`src/memConfigPkg.sv`:
```
package memConfigPkg;

    // Data memory geometry
    localparam int MEM_WORDS      = 256;  // 32-bit words
    localparam int WORD_ADDR_BITS = 8;    // Word index width

    // Slow memory model
    localparam int WAIT_CYCLES = 2;  // Wait states per access
    localparam int TIMER_BITS  = 2;  // Must hold WAIT_CYCLES

    // Byte address bits below the word index
    localparam int BYTE_OFFSET_BITS = 2;

    // Highest byte address still inside the memory
    localparam int LAST_BYTE_ADDR = (MEM_WORDS << BYTE_OFFSET_BITS) - 1;

endpackage

```
`src/lsuTypesPkg.sv`:
```
package lsuTypesPkg;

    // funct3 codes of the load and store instructions
    typedef enum logic [2:0] {
        sizeByte  = 3'b000,  // LB / SB
        sizeHalf  = 3'b001,  // LH / SH
        sizeWord  = 3'b010,  // LW / SW
        sizeByteU = 3'b100,  // LBU
        sizeHalfU = 3'b101   // LHU
    } accessSize_t;

    // One memory operation as issued by the core
    typedef struct packed {
        logic        isStore;
        accessSize_t size;
        logic [31:0] addr;       // Byte address
        logic [31:0] storeData;
        logic [31:0] instNum;    // Tag returned with the load
    } lsReq_t;

    // Load value handed back to the core
    typedef struct packed {
        logic [31:0] data;
        logic [31:0] instNum;
    } loadResult_t;

    // Word write command after lane alignment
    typedef struct packed {
        logic [3:0]                               byteEn;
        logic [memConfigPkg::WORD_ADDR_BITS-1:0] wordIndex;
        logic [31:0]                              laneData;
    } storeLanes_t;

    // Sequencer states of the load/store stage
    typedef enum logic [1:0] {
        stIdle,
        stWait,    // Memory wait states
        stAccess,  // Read data returning
        stReport
    } lsuState_t;

endpackage

```
`src/loadAlign.sv`:
```
`timescale 1ns/1ns

module loadAlign
    import lsuTypesPkg::*;
(
    input  logic [31:0] word,
    input  accessSize_t size,
    input  logic [1:0]  offset,
    output logic [31:0] data
);

    logic [31:0] shifted;
    logic [7:0]  byteSel;
    logic [15:0] halfSel;

    // Addressed lane moved down to bit 0
    assign shifted = word >> {offset, 3'b000};
    assign byteSel = shifted[7:0];
    assign halfSel = shifted[15:0];

    always_comb begin
        case (size)
            sizeByte: begin
                data = {{24{byteSel[7]}}, byteSel};  // Sign from the byte itself
            end
            sizeHalf: begin
                data = {{16{halfSel[15]}}, halfSel};
            end
            sizeWord: begin
                data = word;
            end
            sizeByteU: begin
                data = {24'd0, byteSel};
            end
            sizeHalfU: begin
                data = {16'd0, halfSel};
            end
            default: begin
                data = '0;  // Faulted, never reported
            end
        endcase
    end

endmodule

```
`config.mk`:
```
export PLATFORM = sky130hd
export DESIGN_NAME = loadAlign
export DESIGN_NICKNAME = d
export VERILOG_FILES = /design/src/memConfigPkg.sv /design/src/lsuTypesPkg.sv /design/src/loadAlign.sv
export SDC_FILE = /design/constraint.sdc
export NUM_CORES = 1
export LEC_CHECK = 0
export BUFFER_PORTS_ARGS = -buffer_cell sky130_fd_sc_hd__buf_4
export CAP_MARGIN = 10
export CELL_PAD_IN_SITES_DETAIL_PLACEMENT = 1
export CELL_PAD_IN_SITES_GLOBAL_PLACEMENT = 1
export CORE_ASPECT_RATIO = 1.4
export CORE_UTILIZATION = 24
export DETAILED_ROUTE_END_ITERATION = 7
export GPL_ROUTABILITY_DRIVEN = 0
export PLACE_DENSITY_LB_ADDON = 0.1
export SKIP_LAST_GASP = 1
export SYNTH_ARGS = -nofsm -noshare
export SYNTH_HDL_FRONTEND = slang
export SYNTH_SLANG_ARGS = --single-unit
```
`constraint.sdc`:
```
create_clock -name vclk -period 1.3
set_input_delay 0.13 -clock vclk [all_inputs]
set_output_delay 0.13 -clock vclk [all_outputs]
set_load 0.1 [all_outputs]
```
==> results.md, run 1 <==
- Err: [ERROR DPL-0033] detailed placement checks failed during check placement.
- Hold-fix buffers, CTS: 0
- Die Width: 51.9 um
- Cts repair resizes: 118
- Synthesized area: 837 um2
- Seq/Total Area, Yosys: 0
- # placed instances: 255
- Synth warn: 0
- Most frequent cell after synthesis: nand2_1
- Total I/O pin count: 69
- Standard-cell rows: 25
- DP HPWL: 4050 um
- Fail Step: clock tree synthesis
- Biggest area consumer among synthesized cells: mux4_2
- Count of input and output buffers: 69
- Die Ht: 71.9 um
- Share of the synthesized area in the top cell type: 0.108
- Gate Count Post-Synth: 114
- Most frequent cells after synthesis: nand2_1, o21ai_1, a211o_1, buf_2
- Avg Synthesized Cell Area: 7.34 um2
- Distinct cells, synth: 27
- # Post-CTS Setup Buffers: 6
- Status: aborted with a tool error
- Starting Density: 0.250
- Post-synth net total: 151
- Top post-synthesis cells by area: mux4_2, o21ai_1, nand2_1, a211o_1, mux2i_1
- Area after DPL: 0.00213 mm2
## per-stage QoR
step | setup slack (ns) | setup TNS (ns) | utilization | hold WS, ns
2_1_floorplan | -0.371 | -6.01 | - | 0.444
3_3_place_gp | -0.300 | -7.93 | 0.637 | 0.725
3_5_place_dp | -0.356 | -9.25 | 0.637 | 0.731
## logic make-up after synthesis
group / after synthesis / synth area share
simple gates: 42 / 0.263
buf+inv: 14 / 0.100
mux: 12 / 0.224
compound gates: 46 / 0.413
==> run 2: changes to the inputs <==
Settings changed: CELL_PAD_IN_SITES_DETAIL_PLACEMENT 1 to unset, CELL_PAD_IN_SITES_GLOBAL_PLACEMENT 1 to unset, CORE_AREA set to 2 2 63 65, CORE_ASPECT_RATIO 1.4 to unset, CORE_UTILIZATION 24 to unset, DIE_AREA set to 0 0 65 67, PLACE_DENSITY_LB_ADDON 0.1 to 0.15.
Clock period 1.3 ns to 1.7 ns, I/O delays scaled along.
==> results.md, run 2 <==
- Register Area: 0 um2
- Routing usage on met3: 0.0135
- Setup slack after layout: 0.0449 ns
- Detailed Route WL: 3510 um
- Status: complete, no violations
- Distinct cells, synth: 27
- M2 GR Usage: 0.285
- Worst setup SP type: primary input
- Layout cell share with drive strength beyond 1: 0.674
- Synthesized area: 837 um2
- Finished Core Util: 0.477
- Comb power frac: 1.000
- Diode count: 0
- Total I/O pin count: 69
- First-pass GRT wire length: 5400 um
- Commonest non-fill, non-tap cells in the layout: buf_4, nand2_1, o21ai_4
- Slew headroom: 0.810
- Most common cell after layout, fill and taps aside: buf_4
- DP HPWL: 2930 um
- Vias per std cell: 5.15
- Worst Path Max Fanout: 11
- Critical Path RT: 1.53 ns
- Gate Count Post-Synth: 114
- Hold-fix buffers, CTS: 0
- Hold Fails Final Rpt: 0
- Antenna-violating nets left: 0
- Max-cap viol count: 0
- Area after DPL: 0.00170 mm2
- Die area: 0.00436 mm2
- Most Crowded Layer GR: met2
- Grt total ovfl: 0
- Int Pwr: 0.284 mW
- Standard-cell rows: 22
- Top delay family on crit path: multiplexers
- Most frequent cells after synthesis: nand2_1, o21ai_1, a211o_1, buf_2
- Routed length per instance: 15.1 um
- Die Width: 65 um
- Tmin final: 1.66 ns
- Peak VDD IR: 0.253 mV
- Routed via count: 1,194
- Clock network power share: 0
- Die Ht: 67 um
- Max Clock Freq: 604 MHz
- Largest net degree at the start of global routing: 22
- Clkbuf count: 0
- Switching pwr: 0.678 mW
- Setup crit end kind: output pin
- Share of the synthesized area in the top cell type: 0.108
- Initial antenna violation count: 0
- Residual DRC: 0
- Leak: 0.783 nW
- Biggest area consumer among synthesized cells: mux4_2
- Met1 Use GR: 0.205
- Slowest cell delay on critical path: 0.55 ns
- Starting Density: 0.232
- HP Class: primary input to output pin
- Vias in the first global route: 1,104
- Setup TNS: 0 ns
- Fillcell total: 382
- Fin nets: 223
- Num sequential: 0
- DP Worst Slack: 0.0377 ns
- Fin. max-slew vios: 0
- Top post-synthesis cells by area: mux4_2, o21ai_1, nand2_1, a211o_1, mux2i_1
- Seq/Total Area, Yosys: 0
- Core Footprint: 0.00361 mm2
- CP arrival: 1.49 ns
- Seq pwr share: 0
- Critical Path Slowest Stage Cell: mux4_1
- Kind of critical path: primary input to output pin
- Layout area overhead: 106%
- Synth warn: 0
- Top cell by count, worst path: buf_4
- 1st-iter DRT viols: 62
- Avg Synthesized Cell Area: 7.34 um2
- Worst-Margin Slew: 0.276 ns
- RSZ-0062 raised after global routing: no
- Final Setup Violations: 0
- Most frequent cell after synthesis: nand2_1
- Pre-antenna DRT Iters: 4
- Tcrit/Tclk final: 0.974
- Post-synth net total: 151
- Crit-path cells: buf_4, buf_4, mux4_1, a22o_2, buf_4
- Switching share of total power: 0.705
- Count of input and output buffers: 69
- Overall routing resource usage: 0.154
- Pwr Density: 559 mW/mm2
- Final Cell Area: 0.00172 mm2
- Worst Path Buf+Inv: 3
## run 2: layout make-up
cell class / instances / area, um2 / area share
inverter: 2 / 7.51 / 0.00436
tap: 48 / 60.1 / 0.0349
multi-input combinational: 100 / 998 / 0.580
timing repair buffer: 82 / 656 / 0.381
## run 2: timing repair
item	in CTS	in global routing
buffers inserted	0	0
endpoints found under the setup margin	0	8
resized for setup	0	5
## run 2: power groups by stage
stage,combinational [mW],sequential (mW),clock (mW)
finish,0.963,0,0
global route,1.00,0,0
CTS,0.962,0,0
detailed placement,0.960,0,0
global placement,0.954,0,0
floorplan,0.728,0,0
## run 2: worst paths after layout
path | from | cells past startpoint | to
hold / removal | size[1] | 3 | data[7]
setup / recovery | offset[0] | 5 | data[2]
## run 2: through the flow
| stage | cells | hold slack, ns | power [mW] |
|---|---|---|---|
| after floorplan | 114 | 0.624 | 0.728 |
| after global placement | 232 | 0.745 | 0.954 |
| after detailed placement | 232 | 0.750 | 0.960 |
| after CTS | 232 | 0.750 | 0.962 |
| after global routing | 232 | 0.761 | 1.00 |
| final | 232 | 0.752 | 0.963 |
## run 2: cells by family after synthesis
| kind of cell | synth area share |
|---|---|
| compound gates | 0.413 |
| buf+inv | 0.100 |
| mux | 0.224 |
| simple gates | 0.263 |
## run 2: per-layer routing
layer	routed length (um)	vias up
li1	-	586
met1	1480	565
met2	1790	41
met4	8	0
met5	0	-
met3	224	2
Power figures use the tool's default switching activity.
