File: src/memConfigPkg.sv
package memConfigPkg;

    // Data memory geometry
    localparam int MEM_WORDS      = 256;  // 32-bit words
    localparam int WORD_ADDR_BITS = 8;    // Word index width

    // Slow memory model
    localparam int WAIT_CYCLES = 2;  // Wait states per access
    localparam int TIMER_BITS  = 2;  // Must hold WAIT_CYCLES

    // Byte address bits below the word index
    localparam int BYTE_OFFSET_BITS = 2;

    // Highest byte address still inside the memory
    localparam int LAST_BYTE_ADDR = (MEM_WORDS << BYTE_OFFSET_BITS) - 1;

endpackage

File: src/lsuTypesPkg.sv
package lsuTypesPkg;

    // funct3 codes of the load and store instructions
    typedef enum logic [2:0] {
        sizeByte  = 3'b000,  // LB / SB
        sizeHalf  = 3'b001,  // LH / SH
        sizeWord  = 3'b010,  // LW / SW
        sizeByteU = 3'b100,  // LBU
        sizeHalfU = 3'b101   // LHU
    } accessSize_t;

    // One memory operation as issued by the core
    typedef struct packed {
        logic        isStore;
        accessSize_t size;
        logic [31:0] addr;       // Byte address
        logic [31:0] storeData;
        logic [31:0] instNum;    // Tag returned with the load
    } lsReq_t;

    // Load value handed back to the core
    typedef struct packed {
        logic [31:0] data;
        logic [31:0] instNum;
    } loadResult_t;

    // Word write command after lane alignment
    typedef struct packed {
        logic [3:0]                               byteEn;
        logic [memConfigPkg::WORD_ADDR_BITS-1:0] wordIndex;
        logic [31:0]                              laneData;
    } storeLanes_t;

    // Sequencer states of the load/store stage
    typedef enum logic [1:0] {
        stIdle,
        stWait,    // Memory wait states
        stAccess,  // Read data returning
        stReport
    } lsuState_t;

endpackage

File: src/storeAlign.sv
`timescale 1ns/1ns

module storeAlign
    import lsuTypesPkg::*;
(
    input  lsReq_t      req,
    output storeLanes_t lanes,
    output logic        misaligned
);

    logic [1:0]  offset;
    logic [3:0]  byteEn;
    logic [31:0] laneData;

    assign offset = req.addr[1:0];  // Byte lane within the word

    always_comb begin
        byteEn     = 4'b0000;
        laneData   = req.storeData;
        misaligned = 1'b0;
        case (req.size)
            sizeByte, sizeByteU: begin
                byteEn   = 4'b0001 << offset;
                laneData = {4{req.storeData[7:0]}};  // Same byte on every lane
            end
            sizeHalf, sizeHalfU: begin
                misaligned = offset[0];
                if (!offset[0]) begin
                    byteEn = 4'b0011 << offset;
                end
                laneData = {2{req.storeData[15:0]}};
            end
            sizeWord: begin
                misaligned = (offset != 2'b00);
                if (offset == 2'b00) begin
                    byteEn = 4'b1111;
                end
            end
            default: begin
                misaligned = 1'b1;  // Unknown funct3
            end
        endcase
    end

    assign lanes = '{
        byteEn:    byteEn,
        wordIndex: req.addr[2 +: $bits(lanes.wordIndex)],
        laneData:  laneData
    };

endmodule

File: config.mk
export PLATFORM = sky130hd
export DESIGN_NAME = storeAlign
export DESIGN_NICKNAME = d
export VERILOG_FILES = /design/src/memConfigPkg.sv /design/src/lsuTypesPkg.sv /design/src/storeAlign.sv
export SDC_FILE = /design/constraint.sdc
export NUM_CORES = 1
export LEC_CHECK = 0
export BUFFER_PORTS_ARGS = -buffer_cell sky130_fd_sc_hd__buf_4
export CAP_MARGIN = 20
export CORE_MARGIN = 10
export CORE_UTILIZATION = 23
export DETAILED_ROUTE_END_ITERATION = 8
export PLACE_DENSITY = 0.95
export SYNTH_ARGS = -nofsm -noshare
export SYNTH_HDL_FRONTEND = slang
export SYNTH_SLANG_ARGS = --single-unit
File: constraint.sdc
create_clock -name vclk -period 1.2
set_input_delay 0.12 -clock vclk [all_inputs]
set_output_delay 0.12 -clock vclk [all_outputs]
set_load 0.02 [all_outputs]
* After elaboration in Yosys (flattened, before gate mapping)
Index checks and enable logic that the tools add are counted.
** Operators by class
- Equal/unequal tests :: 4
- Shift operators :: 2
- Muxes and demuxes :: 5
- Reduce and logical (&&, ||, !) cells :: 5
** Operators by type and width (count)
- $pmux 32 s2 :: 1
- $pmux 4 s3 :: 1
- $mux 4 :: 2
- $eq 3x3->1 const B :: 2
- $reduce_or 2->1 :: 2
- $shl 1x2->4 const A :: 1
- $shl 2x2->4 const A :: 1
- $eq 3x1->1 const B :: 1
- $eq 3x2->1 const B :: 1
- $logic_not 3->1 :: 1
- $pmux 1 s3 :: 1
- $logic_not 2->1 :: 1
- $reduce_bool 2->1 :: 1
** Word-level totals
- Register bits :: 0
- Input port bits :: 100
- Output and inout port bits :: 45
- Word-level logic and storage cells :: 16

* Longest topological paths before layout
Gate-level depths: netlist of run 1.
- Depth after elaboration :: 3
- Mapped depth :: 4
- Mapped depth without buffers :: 2

* Least setup slack after synthesis of run 1
OpenSTA, ideal clock, no wires.
- Path type :: input -> output
- Start :: input port req[96] (netlist bit)
- End :: output port lanes[41] (netlist bit)
- Arrival time :: 1.064 ns
- Data required time :: 1.080 ns
- Slack :: 0.016 ns
- Cell stages on the path :: 3
- Path buffers :: 1
- Cells stage by stage :: buf_6 -> or3b_4 -> a311oi_2
** RTL lines
- start: declaration :: line storeAlign.sv:6 : input lsReq_t req,
- end: declaration :: line storeAlign.sv:7 : output storeLanes_t lanes,

==> results of run 1 <==
through the flow:
stage,setup WS (ps),power [µW]
2_1_floorplan,15.63,316.3
3_3_place_gp,0.05418,529.9
3_5_place_dp,5.289,535.8
4_1_cts,34.77,537.5
5_1_grt,5.126,570.6
6_report,62.74,530.0
power groups by stage:
| stage | Combinational (µW) | Clock (µW) | Sequential [µW] |
|---|---|---|---|
| final | 530 | 0 | 0 |
| after global routing | 571 | 0 | 0 |
| after CTS | 537 | 0 | 0 |
| after detailed placement | 536 | 0 | 0 |
| after global placement | 530 | 0 | 0 |
| after floorplan | 316 | 0 | 0 |
cell families (layout without fill, tap and decap cells):
kind of cell           after synthesis  count (layout)  share of synthesized area (%)
multiplexers                        24              24                          43.97
buffers and inverters               22              83                          26.64
XOR/XNOR                             1               1                          1.480
AND/OR/NAND/NOR                     14              14                          11.84
AO/OA/AOI/OAI                       15              15                          16.07
cell usage in the layout (no fill, tap or decap):
cell and count:
nand2b_1 2, o21a_1 2, mux2_2 16, nor2_2 1, o22ai_1 2, or2_2 1
a21oi_1 1, nor2_1 1, nand2_1 8, or3b_4 1, buf_4 80, inv_1 1
mux2i_1 8, o21ai_0 8, o31ai_1 1, xnor2_1 1, a311oi_2 1, buf_6 2
final cells by class:
type / count / area, µm² / area share, %
Multi-Input combinational cell: 54 / 434.2 / 39.52
Tap cell: 30 / 37.54 / 3.417
Timing Repair Buffer: 82 / 623.1 / 56.72
Inverter: 1 / 3.754 / 0.3417
repair_timing:
| item | CTS | global route |
|---|---|---|
| pin swaps | 1 | 0 |
| gates resized for setup | 0 | 2 |
| setup endpoints to repair | 1 | 1 |
path summary, 6_finish.rpt:
check,cells past startpoint,from,to
worst min-delay path,0,req[72],lanes[38]
worst max-delay path,4,req[97],lanes[41]
metal layers:
| layer | GRT usage [%] | wire length, µm | vias to the layer above |
|---|---|---|---|
| met1 | 8.438 | 828 | 316 |
| met3 | 4.324 | 343 | 2 |
| met4 | 0.6452 | 9 | 0 |
| li1 | - | - | 376 |
| met5 | 0 | 0 | - |
| met2 | 16.91 | 1254 | 43 |
==> flow_summary.toml, run 1 <==
[run_status]
run_status = "finished, final reports clean"

[drt]
ant_nets = 0
post_drt_wl_per_cell_um = 14.59
drc = 0
num_vias = 737
wirelength_um = 2436
avgViaCountPerCell = 4.413
first_pass_iters = 2
dr.first_iter.drc_count = 15

[placement]
hpwlAfterDp_um = 2209
port_buffers = 74
placed_area_um2 = 1091
dp_cells = 167
globalplace.congestion = 0.8028

[synthesis]
synth_area_um2 = 591.8
synth_top_area_cell = "mux2_2"
synth.top_cell.area_share_pct = 30.44
ys_types = 19
synth_commonest_cells = "buf_4 (17), mux2_2 (16), mux2i_1 (8), nand2_1 (8), o21ai_0 (8)"
synth.most_common_cell = "buf_4"
netlist_top_cells_area = "mux2_2 (30%), buf_4 (22%), mux2i_1 (14%)"
seq_area_frac_synth_pct = 0
synth_area_per_cell_um2 = 7.787
synthCells = 76
yosysWarnings = 0
syn_nets = 176

[clock_tree]
hold_buffers = 0
cts_setup_buffers = 0

[pwr]
p_clk_share_pct = 0
peakVddDrop_mv = 0.2189
switching_share_pct = 47.39
cellLeakagePower_uw = 0.0005695
p_sw_uw = 251.2
p_int_uw = 278.8
p_per_area_nw_per_um2 = 482.5
seqPwrFrac_pct = 0
pwr-share-comb_pct = 100.0

[cells_and_area]
fin_area_um2 = 1099
layoutNonFillerInstCount = 167
seq_cell_count = 0
num-fill-cells = 261
synthToLayoutAreaGrowth_pct = 85.62
n_clock_buffer = 0
final-seq-area_um2 = 0
layout.nets = 239
utilization_pct = 44.34
diodes = 0
drive_above_1_share_pct = 74.45

[setup_path]
cp_num_buf_inv = 2
path_delay_family = "simple AND/OR/NAND/NOR gates"
cp.required_ps = 1080
cp_slowest_cell = "or3b_4"
cp_slowest_stage_delay_ps = 400
startpoint_type = "primary input"
path_cells = "buf_4 > or3b_4 > a311oi_2 > buf_4"
cp-end-kind = "primary output"
cp_common_cell = "buf_4"
path_class = "in2out"
worstPathMaxFanout = 6
crit_arrival_ps = 1020

[grt]
globalRouteOverflowTotal = 0
grt_usage_pct = 8.763
grt_pass1_wl_um = 3905
grt_pass1_vias = 823
grt_max_degree = 14
antenna_found_initial = 0

[sta]
holdWs_ps = 240.0
worst_slew_pin_slew_ps = 188.7
period_needed_ps = 1137
rsz0062_at_grt = "no"
fin_crit_sh_pct = 94.77
max_slew_margin_pct = 87.31
tns_ps = 0
hold_viol_final = 0
setup_viol = 0
slew_violations = 0
max_freq_mhz = 879.3

[die]
row_count = 18
io_pins = 145
die_h_um = 70.73
dieArea_um2 = 5002
start_util_pct = 23.89
die_w_um = 70.73
core_area_um2 = 2477

[worst_hold_path]
worstHoldPathType = "in2out"

[flow_run]
cap_viol_max_count = 0
No activity file was read; power rests on OpenSTA's default activity.
==> run 2: changes to the inputs <==
- BUFFER_PORTS_ARGS: -buffer_cell sky130_fd_sc_hd__buf_4 -> default
- CORE_UTILIZATION: 23 -> 25
- DONT_BUFFER_PORTS: default -> 1
- PLACE_DENSITY: 0.95 -> 0.5
==> flow_summary.toml, run 2 (synthesis gave the netlist of run 1 again) <==
[cells_and_area]
layoutNonFillerInstCount = 96
utilization_pct = 25.55
drive_above_1_share_pct = 48.53
mostFrequentLayoutCell = "mux2_2"
n_clock_buffer = 0
synthToLayoutAreaGrowth_pct = -3.594
seq_cell_count = 0
fin_area_um2 = 570.5
final-seq-area_um2 = 0
diodes = 0
layout.nets = 170
final_cell_mix = "mux2_2 (16), buf_4 (13), mux2i_1 (8), nand2_1 (8), o21ai_0 (8)"

[setup_path]
cp-end-kind = "primary output"
path_class = "in2out"
cp.required_ps = 1080
crit_arrival_ps = 940
worstPathMaxFanout = 15
startpoint_type = "primary input"

[sta]
max_freq_mhz = 947.6
hold_viol_final = 0
worst_slew_pin_slew_ps = 485.8
setup_ws_ps = 144.7
rsz0062_at_grt = "no"
setup_viol = 0
period_needed_ps = 1055
max_slew_margin_pct = 67.71
tns_ps = 0
slew_violations = 0
fin_crit_sh_pct = 87.95

[worst_hold_path]
holdPathStages = 0
min_to = "lanes[4]"
worstHoldPathType = "in2out"
hold_start = "req[36]"

[drt]
wirelength_um = 2047
avgViaCountPerCell = 5.521
post_drt_wl_per_cell_um = 21.32
dr.first_iter.drc_count = 9
first_pass_iters = 4
ant_nets = 0
drc = 0
num_vias = 530

[grt]
globalRouteOverflowTotal = 0
grt_pass1_wl_um = 2849
grt_max_degree = 32
grt_pass1_vias = 591
antenna_found_initial = 0
grt_usage_pct = 7.532

[clock_tree]
cts_setup_buffers = 0
ctsResizeCount = 0
hold_buffers = 0

[die]
core_area_um2 = 2233
start_util_pct = 26.50
die_h_um = 68.66
io_pins = 145
row_count = 17
dieArea_um2 = 4714
die_w_um = 68.66

[placement]
placed_area_um2 = 570.5
globalplace.congestion = 0.7307
port_buffers = 0
dp_slack_ps = 137.9
dp_cells = 96

[pwr]
cellLeakagePower_uw = 0.0002351
peakVddDrop_mv = 0.1386
p_per_area_nw_per_um2 = 490.7

[run_status]
run_status = "finished, final reports clean"

[flow_run]
cap_viol_max_count = 0
[run 2: power by group]
part           switching, µW  leakage (µW)  internal, µW  total [µW]
Combinational            160      0.000235           120         280
Clock                      0             0             0           0
Sequential                 0             0             0           0
Total                    160      0.000235           120         280
[run 2: routing by layer]
layer | part of all wire (%) | routed length [µm] | vias up | track usage [%]
met2 | 51 | 1049 | 46 | 14.75
li1 | - | - | 236 | -
met3 | 20 | 403 | 8 | 5.153
met4 | 2.3 | 47 | 0 | 2.010
met5 | 0 | 0 | - | 0
met1 | 27 | 547 | 240 | 5.792
[run 2: critical path, stage by stage]
cell and delay [ps]:
or3b_4 400, a311oi_2 240, buf_4 180
[run 2: layout make-up]
| type | count | area, µm² |
|---|---|---|
| fill | 254 | 1663 |
| timing repair buffer | 13 | 97.59 |
| multi-input combinational | 54 | 434.2 |
| inverter | 1 | 3.754 |
| tap | 28 | 35.03 |
[run 2: worst max-delay path by stage]
stage	slack, ps	to	start
after global placement	150	lanes[41]	req[96]
after global routing	80	lanes[41]	req[96]
after floorplan	20	lanes[41]	req[96]
final	140	lanes[41]	req[96]
after CTS	140	lanes[41]	req[96]
after detailed placement	140	lanes[41]	req[96]
[run 2: through the flow]
step                power, µW  hold WS (ps)
floorplan               316.3         287.8
global placement        283.6         240.2
detailed placement      286.1         240.2
CTS                     286.5         240.2
global route            301.0         240.0
finish                  280.0         240.0
==> run 3: changes to the inputs <==
- CORE_AREA: default -> 10 10 47 49
- CORE_MARGIN: 10 -> default
- CORE_UTILIZATION: 25 -> default
- DIE_AREA: default -> 0 0 57 59
- MAX_ROUTING_LAYER: default -> met4
- PLACE_DENSITY: 0.5 -> 0.71
==> flow_summary.toml, run 3 (synthesis gave the netlist of run 1 again) <==
[run_status]
run_status = "finished, final reports clean"

[placement]
port_buffers = 0
hpwlAfterDp_um = 1541
dp_slack_ps = 149.5
globalplace.congestion = 0.6256

[sta]
fin_crit_sh_pct = 87.48
tns_ps = 0
setup_viol = 0
hold_viol_final = 0
max_freq_mhz = 952.6
period_needed_ps = 1050
slew_violations = 0
rsz0062_at_grt = "no"
max_slew_margin_pct = 68.31
worst_slew_pin_slew_ps = 476.8
setup_ws_ps = 150.3

[cells_and_area]
layout.nets = 170
drive_above_1_share_pct = 48.53
mostFrequentLayoutCell = "mux2_2"
num-fill-cells = 142
final-seq-area_um2 = 0
seq_cell_count = 0
synthToLayoutAreaGrowth_pct = -6.131
diodes = 0
final_cell_mix = "mux2_2 (16), buf_4 (13), mux2i_1 (8), nand2_1 (8), o21ai_0 (8)"
n_clock_buffer = 0
multi_input_area_um2 = 434.2

[drt]
post_drt_wl_per_cell_um = 21.61
wirelength_um = 1815
first_pass_iters = 5
ant_nets = 0
avgViaCountPerCell = 6.000
drc = 0
dr.first_iter.drc_count = 18
num_vias = 504

[setup_path]
cp-end-kind = "primary output"
crit_arrival_ps = 930
worstPathMaxFanout = 15
startpoint_type = "primary input"
cp.required_ps = 1080
path_class = "in2out"

[grt]
antenna_found_initial = 0
grt_pass1_vias = 521
grt_max_degree = 32
globalRouteOverflowTotal = 0
grt_usage_pct = 9.240
grt_pass1_wl_um = 2684

[clock_tree]
hold_buffers = 0
ctsResizeCount = 0
cts_setup_buffers = 0

[die]
io_pins = 145
die_w_um = 57
dieArea_um2 = 3363
die_h_um = 59
start_util_pct = 42.23
core_area_um2 = 1401
row_count = 14

[pwr]
p_per_area_nw_per_um2 = 499.0
cellLeakagePower_uw = 0.0002351
peakVddDrop_mv = 0.2235

[worst_hold_path]
worstHoldPathType = "in2out"

[flow_run]
cap_viol_max_count = 0
-- run 3: cell counts in the layout (fill, tap and decap cells not counted) --
Identical to the previous run, type by type.
-- run 3: area by class of cell --
cell class,count,area share [%]
Multi-Input combinational cell,54,78.15
Tap cell,16,3.604
Timing Repair Buffer,13,17.57
Inverter,1,0.6757
-- run 3: critical path: stages --
cell and delay, ps:
or3b_4 400, a311oi_2 230, buf_4 180
-- run 3: stage by stage --
stage	instance area (µm²)	total power, µW	instances	hold WS (ps)	utilization, %
global route	555.5	296.0	84	240.0	39.64
detailed placement	555.5	282.4	84	240.2	39.64
global placement	555.5	279.5	84	240.2	39.64
floorplan	591.8	316.3	76	287.8	-
CTS	555.5	282.7	84	240.2	39.64
finish	555.5	277.2	84	240.0	39.64
-- run 3: final timing paths --
kind,from,to,depth (start not counted)
min,req[67],lanes[33],0
max,req[96],lanes[41],3
-- run 3: power by group --
group	total, µW	internal, µW	switching [µW]
clock network	0	0	0
registers	0	0	0
logic	277	120	158
total	277	120	158
-- run 3: routing by layer --
layer	GRT usage, %	wire length [µm]	up-vias	part of all wire (%)
li1	-	-	240	-
met1	8.789	570	224	31
met2	17.52	974	36	54
met3	3.863	256	4	14
met4	1.007	14	0	0.77
met5	-	0	-	0
