[src/memConfigPkg.sv]
package memConfigPkg;

    // Data memory geometry
    localparam int MEM_WORDS      = 256;  // 32-bit words
    localparam int WORD_ADDR_BITS = 8;    // Word index width

    // Slow memory model
    localparam int WAIT_CYCLES = 2;  // Wait states per access
    localparam int TIMER_BITS  = 2;  // Must hold WAIT_CYCLES

    // Byte address bits below the word index
    localparam int BYTE_OFFSET_BITS = 2;

    // Highest byte address still inside the memory
    localparam int LAST_BYTE_ADDR = (MEM_WORDS << BYTE_OFFSET_BITS) - 1;

endpackage

[src/lsuTypesPkg.sv]
package lsuTypesPkg;

    // funct3 codes of the load and store instructions
    typedef enum logic [2:0] {
        sizeByte  = 3'b000,  // LB / SB
        sizeHalf  = 3'b001,  // LH / SH
        sizeWord  = 3'b010,  // LW / SW
        sizeByteU = 3'b100,  // LBU
        sizeHalfU = 3'b101   // LHU
    } accessSize_t;

    // One memory operation as issued by the core
    typedef struct packed {
        logic        isStore;
        accessSize_t size;
        logic [31:0] addr;       // Byte address
        logic [31:0] storeData;
        logic [31:0] instNum;    // Tag returned with the load
    } lsReq_t;

    // Load value handed back to the core
    typedef struct packed {
        logic [31:0] data;
        logic [31:0] instNum;
    } loadResult_t;

    // Word write command after lane alignment
    typedef struct packed {
        logic [3:0]                               byteEn;
        logic [memConfigPkg::WORD_ADDR_BITS-1:0] wordIndex;
        logic [31:0]                              laneData;
    } storeLanes_t;

    // Sequencer states of the load/store stage
    typedef enum logic [1:0] {
        stIdle,
        stWait,    // Memory wait states
        stAccess,  // Read data returning
        stReport
    } lsuState_t;

endpackage

[src/lsuControl.sv]
`timescale 1ns/1ns

module lsuControl
    import memConfigPkg::*, lsuTypesPkg::*;
(
    input  logic clk,
    input  logic reset,
    input  logic accept,
    input  logic misaligned,
    input  logic isStore,
    input  logic timerDone,
    output logic timerStart,
    output logic memRead,
    output logic memWrite,
    output logic loadDone,
    output logic storeDone,
    output logic fault,
    output logic busy
);

    lsuState_t state;
    lsuState_t nextState;
    logic      faultSeen;  // Operation ends in a fault report

    always_comb begin
        nextState = state;
        case (state)
            stIdle: begin
                if (accept) begin
                    nextState = stWait;
                end
            end
            stWait: begin
                if (misaligned) begin
                    nextState = stReport;  // Skip the memory entirely
                end else if (timerDone) begin
                    nextState = stAccess;
                end
            end
            stAccess: nextState = stReport;
            stReport: nextState = stIdle;
            default:  nextState = stIdle;
        endcase
    end

    always_ff @(posedge clk) begin
        if (reset) begin
            state     <= stIdle;
            faultSeen <= 1'b0;
        end else begin
            state <= nextState;
            if (state == stWait) begin
                faultSeen <= misaligned;
            end
        end
    end

    // Timer runs from the accept edge
    assign timerStart = (state == stIdle) && accept;

    // Memory strobes fire on the edge that enters access
    assign memRead  = (state == stWait) && timerDone && !isStore;
    assign memWrite = (state == stWait) && timerDone && isStore;

    assign loadDone  = (state == stReport) && !faultSeen && !isStore;
    assign storeDone = (state == stReport) && !faultSeen && isStore;
    assign fault     = (state == stReport) && faultSeen;
    assign busy      = (state != stIdle);

    assert property (@(posedge clk) disable iff (reset)
        memWrite |-> !misaligned)
        else $error("lsuControl: write issued for a misaligned store");

    // Wait states line up with the timer model
    assert property (@(posedge clk) disable iff (reset)
        timerStart |-> ##(WAIT_CYCLES + 1) timerDone)
        else $error("lsuControl: timer end out of step with WAIT_CYCLES");

endmodule

[config.mk]
export PLATFORM = sky130hd
export DESIGN_NAME = lsuControl
export DESIGN_NICKNAME = d
export VERILOG_FILES = /design/src/memConfigPkg.sv /design/src/lsuTypesPkg.sv /design/src/lsuControl.sv
export SDC_FILE = /design/constraint.sdc
export NUM_CORES = 1
export LEC_CHECK = 0
export CAP_MARGIN = 20
export CORE_AREA = 10 10 47 49
export CTS_BUF_LIST = sky130_fd_sc_hd__clkbuf_8 sky130_fd_sc_hd__clkbuf_16
export CTS_CLUSTER_SIZE = 25
export DETAILED_ROUTE_END_ITERATION = 16
export DIE_AREA = 0 0 57 59
export DONT_BUFFER_PORTS = 1
export RECOVER_POWER = 50
export SYNTH_ARGS = -nofsm -noshare
export SYNTH_HDL_FRONTEND = slang
export SYNTH_SLANG_ARGS = --single-unit
[constraint.sdc]
create_clock -name clk -period 1.8 [get_ports clk]
set_clock_uncertainty 0.05 [all_clocks]
set_input_delay 0.18 -clock clk [delete_from_list [all_inputs] [get_ports clk]]
set_output_delay 0.18 -clock clk [all_outputs]
set_load 0.005 [all_outputs]
# [Word level (Yosys, flattened, before mapping)]
# Index checks and enable logic that the tools add are counted.
[word_totals] reg_bits=3 out_inout_bits=7
[classes] n_eq_ne=5 muxes=4 reduce_logical=13
[op_table] operator="1-bit logical AND" count=8
[op_table] operator="2-bit case mux with 4 select lines" count=1
[op_table] operator="2-bit two-way mux" count=3
[op_table] operator="2-bit equality test (second input constant)" count=2
[op_table] operator="3-bit != test (second input constant)" count=1
[op_table] operator="2-bit by 1-bit equality test with 1-bit output (second input constant)" count=1
[op_table] operator="1-bit logical NOT" count=2
[op_table] operator="2-bit logical NOT" count=1
[op_table] operator="2-bit != test (second input constant)" count=1
[op_table] operator="2-bit AND reduction" count=1
[op_table] operator="2-bit nonzero test" count=1

# [Logic depth before layout (Yosys ltp)]
# Gate-level depths: netlist of the first run.
[logic_depth] depth_word=3 depth_mapped=5 depth_no_buf=5

# [Worst setup path after synthesis of the first run]
# OpenSTA, ideal clock, no wires.
[synth_path] path_type="flip-flop to flip-flop" start="register state[1]" end="register state[1]" setup_time_ps=66 arrival_time_ps=1301 required_time_ps=1684 path_slack_ps=383 stages_incl_launch_ff=6 path_buffers=0 synth_period_minus_slack_ps=1417 cell_sequence="dfxtp_1 > inv_1 > ha_1 > or3b_1 > a21o_1 > a21oi_2"
[synth_via] elab_chain_cells=3 word_cells_on_any_way=8 cone_classes="5 x eq/ne; 1 x mux; 2 x reduce/logical"
[synth_rtl] item="start, declared" line_no="lsuControl.sv:21" text="lsuState_t state;"
[synth_rtl] item="start signal, assigned" line_no="lsuControl.sv:48" text="state <= stIdle;"
[synth_rtl] item="start signal, assigned" line_no="lsuControl.sv:51" text="state <= nextState;"
[synth_rtl] item="2-bit by 1-bit equality test with 1-bit output / 2-bit logical NOT (equally long branches)" line_no="lsuControl.sv:27" text="case (state)"
[synth_rtl] item="3-bit != test (no line) / 2-bit != test (equally long branches)"
[synth_rtl] item="2-bit AND reduction (no line)"
# Parallel ways exist; a longest one is shown, timed or not.
# A chain may end at the register's enable or synchronous reset.

# [Worst setup path in the final report of the first run]
# Same ends and word-level chain as after synthesis.

==> metrics.txt, run 1 <==
CP Data Required Time around 1.9 ns; #FFs+latches synth 3; Design Power 0.513 mW; first-pass GRT wire length 876 um; Initial Util 18.0%; WL met3 103 um; placer congestion estimate roughly 0.63; die width around 57 um; via/cell ratio between 4 and 5; synthesized area per cell roughly 8.4 sq um; Synth top cells by count ha_1, dfxtp_1, inv_1; synth unique cells 20; grt ovf 0; slowest cell on the critical path or3b_1; period utilization 86.3%; WS Path Type reg2reg; vias in the first global route about 210; Clk Latency, worst-skew pair roughly 0.21 ns; worst-path fanout max 5; # clock sinks 3; TritonCTS clock tree built; Seq pwr share a little under a quarter; Yosys top cell area share between 20% and 30%; Worst VDD drop 0.327 mV; P_int roughly 0.33 mW; # rows 14; Setup violations, final 0; worst hold path type in2reg; RSZ-0062 raised after global routing no; H-tree Lvls 1; post-route setup TNS 0 ns; initial antenna violation count 0; Num CTS Buffers 3; Top Ports 13; Seq/Total Area, Yosys 23.8%; max-slew violations 0; fillcell total approximately 160; Comb pwr share approximately 40%; clk root buf clkbuf_8; largest net degree at the start of global routing 6; Antenna Nets Post-Route 0; Achievable Freq between 0.6 and 0.7 GHz; Netlist Area Pre-Place 253 sq um; Sw Pwr ~0.18 mW; top-count cell post-synth ha_1; Power per Cell Area 1570 nW/um^2; HPWL after DPL 475 um; Post-DP Area approximately 270 sq um; DR vias between 200 and 250; WL met2 ~230 um; First-pass DRT Iterations 2; top cells by area, synth dfxtp_1, ha_1, and2_1; Clock Power Share between 30% and 40%; I/O Buffers 0; core area approximately 1400 sq um; Die Ht a little under 60 um; Max-Cap Viols 0; Period minus WS final 1.55 ns; total wire length between 500 and 600 um; Worst Tran Pin Value 0.350 ns; Metal-1 WL between 200 and 250 um; largest area contributor in the netlist dfxtp_1; Total GRT Usage 3.55%; CP max stage delay 0.42 ns; Syn Inst Count 30; share of cells above drive strength 1 between 10% and 20%; Antenna Cells 0; Leak between 0.1 and 0.15 nW; Yosys warnings 0; clk buf depth 2; relative slew slack between 70 and 80%; status finished, final reports clean; Fin. Hold Viols 0; area grow syn2layout 29.7%; critical-path cell list inv_1 -> ha_1 -> or3b_1 -> a21o_1 -> a21oi_2; Main synth FF type dfxtp_1; uppermost routed layer met3; CP startpoint kind flop; design area around 330 sq um; Post-synth EDFFs 0; WL/cell between 10 and 15 um; Syn Nets 40; DIE AREA around 3400 sq um; clock slew at reported path FFs roughly 0.03 ns; Final Net Count 46; First DRT Iteration DRCs 4; Critical Path End Type flop; DRC 0; post-CTS sizing 0; ys async rst share 0%; sw frac 35.7%; Worst Path Arrival 1.65 ns
## critical path, delay by kind of cell (launching register included)
kind | cells | cell delay (ns)
simple gates | 1 | 0.42
compound gates | 2 | 0.33
flops | 1 | 0.31
fa+ha+maj | 1 | 0.25
buf+inv | 1 | 0.12
## cell families (layout without fill, tap and decap cells)
group	after synthesis	in the layout	synth area share [%]
AO/OA/AOI/OAI	4	4	11.9
adder cells (fa/ha/maj)	4	4	19.8
buffers and inverters	3	8	4.46
flip-flops	3	3	23.8
multiplexers	1	1	3.96
AND/OR/NAND/NOR	15	15	36.1
## power by group through the flow
| stage | logic [mW] | registers, mW | clock network (mW) |
|---|---|---|---|
| after floorplan | 0.173 | 0.114 | 0 |
| after global placement | 0.204 | 0.118 | 0 |
| after detailed placement | 0.207 | 0.119 | 0 |
| after CTS | 0.210 | 0.119 | 0.197 |
| after global routing | 0.240 | 0.125 | 0.210 |
| final | 0.207 | 0.118 | 0.188 |
## per-layer routing
metal,up-vias,GRT usage [%]
li1,114,-
met1,94,2.75
met2,11,4.34
met3,0,4.08
met4,0,4.03
met5,-,0
## placed cells by master, fill, tap and decap left out, types with 2 or more instances in the layout
cell | netlist | final
clkbuf_8 | 0 | 3
dfxtp_1 | 3 | 3
ha_1 | 4 | 4
inv_1 | 3 | 4
nand2b_1 | 2 | 2
nor2_1 | 2 | 2
## stage by stage
stage	hold WS [ns]	utilization, %	cells	setup slack [ns]
final	0.0752	23.4	51	0.247
after floorplan	0.192	-	30	0.383
after detailed placement	0.196	19.5	46	0.268
after global routing	0.0739	23.4	51	0.146
after global placement	0.196	19.5	46	0.287
after CTS	0.0719	23.4	51	0.257
## area by class of cell
type | instances | area [sq um] | area share [%]
Clock inverter | 1 | 3.75 | 1.15
Clock buffer | 3 | 41.3 | 12.6
Sequential cell | 3 | 60.1 | 18.3
Multi-Input combinational cell | 24 | 181 | 55.3
Inverter | 3 | 11.3 | 3.44
Timing Repair Buffer | 1 | 10.0 | 3.05
Tap cell | 16 | 20.0 | 6.11
## state kept, by name, summed over array words and instances, names as in the netlist
register and count:
faultSeen 1, state 2
## path summary, 6_finish.rpt
check	slack [ns]	end	from	cells after the start
setup / recovery	0.25	state[1]	state[1]	5
hold / removal	0.08	faultSeen	misaligned	2
setup reg to reg	0.25	state[1]	state[1]	5
hold reg to reg	0.49	faultSeen	faultSeen	2
## repair_timing
action | CTS | global route
endpoints found under the hold margin | 3 | 0
buffers inserted | 0 | 0
hold buffers | 1 | 0
endpoints found under the setup margin | 0 | 0
Power figures use the tool's default switching activity.
==> run 2, diff against run 1 <==
--- a/config.mk
+++ b/config.mk
@@ -12,6 +12,7 @@
 export DETAILED_ROUTE_END_ITERATION = 16
 export DIE_AREA = 0 0 57 59
 export DONT_BUFFER_PORTS = 1
+export PLACE_DENSITY = 0.41
 export RECOVER_POWER = 50
 export SYNTH_ARGS = -nofsm -noshare
 export SYNTH_HDL_FRONTEND = slang
==> run 2 against run 1 <==
Effect of this change: utilization did not move; worst setup slack better by 0.012 ns; non-clock buffer count stayed put; power rose by 2.3%; combinational power hardly changed; fmax increased by 0.79%; cell count did not move; clock power up 5%; clock-buffer cell count stayed put; critical path depth unchanged; die area is the same; critical endpoint unchanged; largest power group unchanged; highest routed layer is now met4.
==> metrics.txt, run 2 (synthesized netlist as in run 1, its figures left out) <==
placer congestion estimate between 0.6 and 0.7; I/O Buffers 0; Leak 0.143 nW; Total GRT Usage about 4.2%; CP Data Required Time roughly 1.9 ns; Max-Cap Viols 0; CP startpoint kind flop; First DRT Iteration DRCs 2; Top Ports 13; Final Net Count 46; register area roughly 60 sq um; max reg flops 2; Biggest register state; Clk Latency, worst-skew pair approximately 0.22 ns; DIE AREA approximately 3400 sq um; # clock sinks 3; min-delay src misaligned; DR vias about 230; worst setup path start state[1]; Power per Cell Area 1600 nW/um^2; HPWL after DPL 520 um; P_int 0.332 mW; # rows 14; Fin. Hold Viols 0; Clock Power Share about 37%; first-pass GRT wire length 1.04 mm; Initial Util between 10% and 20%; vias in the first global route between 200 and 250; post-CTS sizing 0; share of cells above drive strength 1 between 10% and 20%; First-pass DRT Iterations 2; CTS hold repair buffers 1; WL/cell 12.3 um; Critical Path End Type flop; largest registers state x2, faultSeen x1; TritonCTS clock tree built; minimum hold slack slightly above 0.07 ns; sw frac between 30% and 40%; Antenna Cells 0; die width 57 um; worst hold path type in2reg; Die Ht 59 um; DRC 0; area grow syn2layout 29.7%; largest net degree at the start of global routing 6; clock slew at reported path FFs 0.03 ns; max-slew violations 0; RSZ-0062 raised after global routing no; most frequent cells in the layout inv_1, ha_1, clkbuf_8, dfxtp_1; Multi-input gate area around 180 sq um; Comb pwr share about 40%; core area 1400 sq um; worst-path fanout max 5; Worst Tran Pin Value 0.342 ns; grt ovf 0; WS Path Type reg2reg; post-route setup TNS 0 ns; Worst Path Arrival approximately 1.7 ns; design area approximately 330 sq um; Post-DP Area between 200 and 300 sq um; Seq pwr share between 20% and 30%; Setup violations, final 0; Period minus WS final between 1.5 and 2 ns; worst r2r src state[1]; clk root buf clkbuf_8; Worst VDD drop 0.393 mV; Design Power about 0.53 mW; relative slew slack roughly 77%; Antenna Nets Post-Route 0; initial antenna violation count 0; Num CTS Buffers 3; period utilization between 80% and 90%; total wire length 629 um; via/cell ratio 4.41; post-CTS setup repair buffer count 0; Achievable Freq between 0.6 and 0.7 GHz; Sw Pwr just under 0.2 mW; fillcell total between 150 and 200; clk buf depth 2; H-tree Lvls 1; status finished, final reports clean
==> run 2: per-layer routing <==
| layer | track usage (%) | part of all wire, % | up-vias |
|---|---|---|---|
| li1 | - | - | 112 |
| met1 | 3.09 | 38 | 99 |
| met2 | 5.58 | 42 | 12 |
| met3 | 3.22 | 17 | 2 |
| met4 | 7.05 | 3.8 | 0 |
| met5 | 0 | 0 | - |
==> run 2: power groups by stage <==
stage	clock network [mW]	logic (mW)	registers (mW)
6_report	0.197	0.210	0.119
5_1_grt	0.212	0.241	0.124
4_1_cts	0.200	0.217	0.119
3_5_place_dp	0	0.213	0.120
3_3_place_gp	0	0.205	0.120
2_1_floorplan	0	0.173	0.114
==> run 2: path summary, 6_finish.rpt <==
kind,slack (ns),depth (start not counted),end
worst min-delay path,0.07,2,faultSeen
worst max-delay path,0.26,5,state[1]
worst max register to register,0.26,5,state[1]
worst min register to register,0.50,2,faultSeen
==> run 2: layout make-up <==
| class | instances | area share (%) |
|---|---|---|
| Timing Repair Buffer | 1 | 3.05 |
| Inverter | 3 | 3.44 |
| Sequential cell | 3 | 18.3 |
| Clock inverter | 1 | 1.15 |
| Multi-Input combinational cell | 24 | 55.3 |
| Tap cell | 16 | 6.11 |
| Clock buffer | 3 | 12.6 |
==> run 2: through the flow <==
step / setup slack, ns / util [%] / std cells
5_1_grt: 0.155 / 23.4 / 51
6_report: 0.259 / 23.4 / 51
2_1_floorplan: 0.383 / - / 30
3_3_place_gp: 0.281 / 19.5 / 46
4_1_cts: 0.240 / 23.4 / 51
3_5_place_dp: 0.258 / 19.5 / 46
==> run 2: critical path: stages (launching register included) <==
cell     delay [ns]
dfxtp_1        0.31
inv_1          0.12
ha_1           0.25
or3b_1         0.42
a21o_1         0.21
a21oi_2        0.12
==> run 3, diff against run 2 <==
--- a/config.mk
+++ b/config.mk
@@ -6,11 +6,11 @@
 export NUM_CORES = 1
 export LEC_CHECK = 0
 export CAP_MARGIN = 20
-export CORE_AREA = 10 10 47 49
+export CORE_AREA = 2 2 39 41
 export CTS_BUF_LIST = sky130_fd_sc_hd__clkbuf_8 sky130_fd_sc_hd__clkbuf_16
 export CTS_CLUSTER_SIZE = 25
 export DETAILED_ROUTE_END_ITERATION = 16
-export DIE_AREA = 0 0 57 59
+export DIE_AREA = 0 0 41 43
 export DONT_BUFFER_PORTS = 1
 export PLACE_DENSITY = 0.41
 export RECOVER_POWER = 50
==> run 3 against run 2 <==
Effect of this change: first-iteration DRC count fell by 50%; global-route usage rose by 1.7 points; sequential power barely moved; utilization rose by 0.30 points; power fell by 3.8%; fmax rose by 1.0%.
==> metrics.txt, run 3 (synthesized netlist as in run 1, its figures left out) <==
relative slew slack between 70% and 80%; Critical Path End Type flop; grt ovf 0; DR vias between 200 and 250; placer congestion estimate 0.602; # rows 14; minimum hold slack between 0.07 and 0.08 ns; via/cell ratio 4.31; Final Net Count 46; design area roughly 330 sq um; Total GRT Usage ~6%; first-pass GRT wire length 696 um; share of cells above drive strength 1 between 10 and 15%; TritonCTS clock tree built; Initial Util about 18%; Layout Utilization a little under a quarter; largest registers state x2, faultSeen x1; clk root buf clkbuf_8; CP startpoint kind flop; Leak between 0.1 and 0.15 nW; CP bufs+invs 1; First-pass DRT Iterations 2; hold depth 2; clk buf depth 2; Worst VDD drop approximately 0.27 mV; Setup violations, final 0; Period minus WS final roughly 1.5 ns; HPWL after DPL 394 um; post-CTS sizing 0; I/O Buffers 0; max-slew violations 0; r2r setup slk ~0.28 ns; Achievable Freq ~0.66 GHz; worst-path fanout max 5; critical-path cell list inv_1 -> ha_1 -> or3b_1 -> a21o_1 -> a21oi_2; Worst Tran Pin Value between 0.3 and 0.4 ns; Power per Cell Area roughly 1500 nW/um^2; post-route setup TNS 0 ns; period utilization around 85%; Num CTS Buffers 3; worst hold path type in2reg; core area between 1000 and 1500 sq um; Top Ports 13; Max-Cap Viols 0; clock slew at reported path FFs 0.03 ns; Antenna Nets Post-Route 0; status finished, final reports clean; Biggest register state; Die Ht approximately 43 um; area grow syn2layout 29.7%; largest net degree at the start of global routing 6; slowest cell on the critical path or3b_1; most frequent cells in the layout inv_1, ha_1, clkbuf_8, dfxtp_1; WS Path Type reg2reg; CP top delay family simple AND/OR/NAND/NOR gates; reg2reg path depth 5; initial antenna violation count 0; Fin. Hold Viols 0; CP max stage delay just over 0.4 ns; total wire length ~470 um; max reg flops 2; vias in the first global route a little under 200; Design Power between 0.5 and 0.6 mW; reg2reg end state[1]; RSZ-0062 raised after global routing no; min-delay src misaligned; WL/cell 9.24 um; Worst Path Arrival ~1.6 ns; Antenna Cells 0; die width 41 um; H-tree Lvls 1; fillcell total 161; DRC 0; DIE AREA 1760 sq um; worst r2r src state[1]; Hold EP faultSeen; Post-DP Area between 200 and 300 sq um; CP Data Required Time between 1.5 and 2 ns; Clk Latency, worst-skew pair approximately 0.21 ns; First DRT Iteration DRCs 1; # clock sinks 3
[run 3: report_power, final]
group | internal [mW] | switching (mW) | total (mW)
Combinational | 0.0909 | 0.110 | 0.201
Clock | 0.145 | 0.0410 | 0.186
Sequential | 0.0937 | 0.0250 | 0.119
Total | 0.329 | 0.176 | 0.506
[run 3: area by class of cell]
type / instances / area, sq um / share of cell area (%)
multi-input combinational: 24 / 181 / 55.3
sequential: 3 / 60.1 / 18.3
clock buffer: 3 / 41.3 / 12.6
tap: 16 / 20.0 / 6.11
inverter: 3 / 11.3 / 3.44
timing repair buffer: 1 / 10.0 / 3.05
clock inverter: 1 / 3.75 / 1.15
[run 3: worst max-delay path by stage]
stage	slack, ns	cells past startpoint	endpoint	from
floorplan	0.38	5	state[1]	state[1]
global placement	0.27	5	state[1]	state[1]
detailed placement	0.27	5	state[1]	state[1]
CTS	0.26	5	state[1]	state[1]
global route	0.13	5	state[0]	state[0]
finish	0.28	5	state[1]	state[1]
[run 3: through the flow]
step	setup slack (ns)	cells
2_1_floorplan	0.383	30
3_3_place_gp	0.274	46
3_5_place_dp	0.271	46
4_1_cts	0.259	51
5_1_grt	0.133	51
6_report	0.275	51
[run 3: metal layers]
metal	GRT usage (%)	wire length (um)	vias up	share of wire (%)
met3	1.57	49	0	10
met2	9.06	228	10	48
met1	6.73	192	97	41
met5	0	0	-	0
li1	-	-	113	-
met4	4.00	0	0	0
[run 3: repair_timing]
action	CTS	global route
hold buffers	1	0
hold endpoints to repair	3	0
buffers inserted	0	0
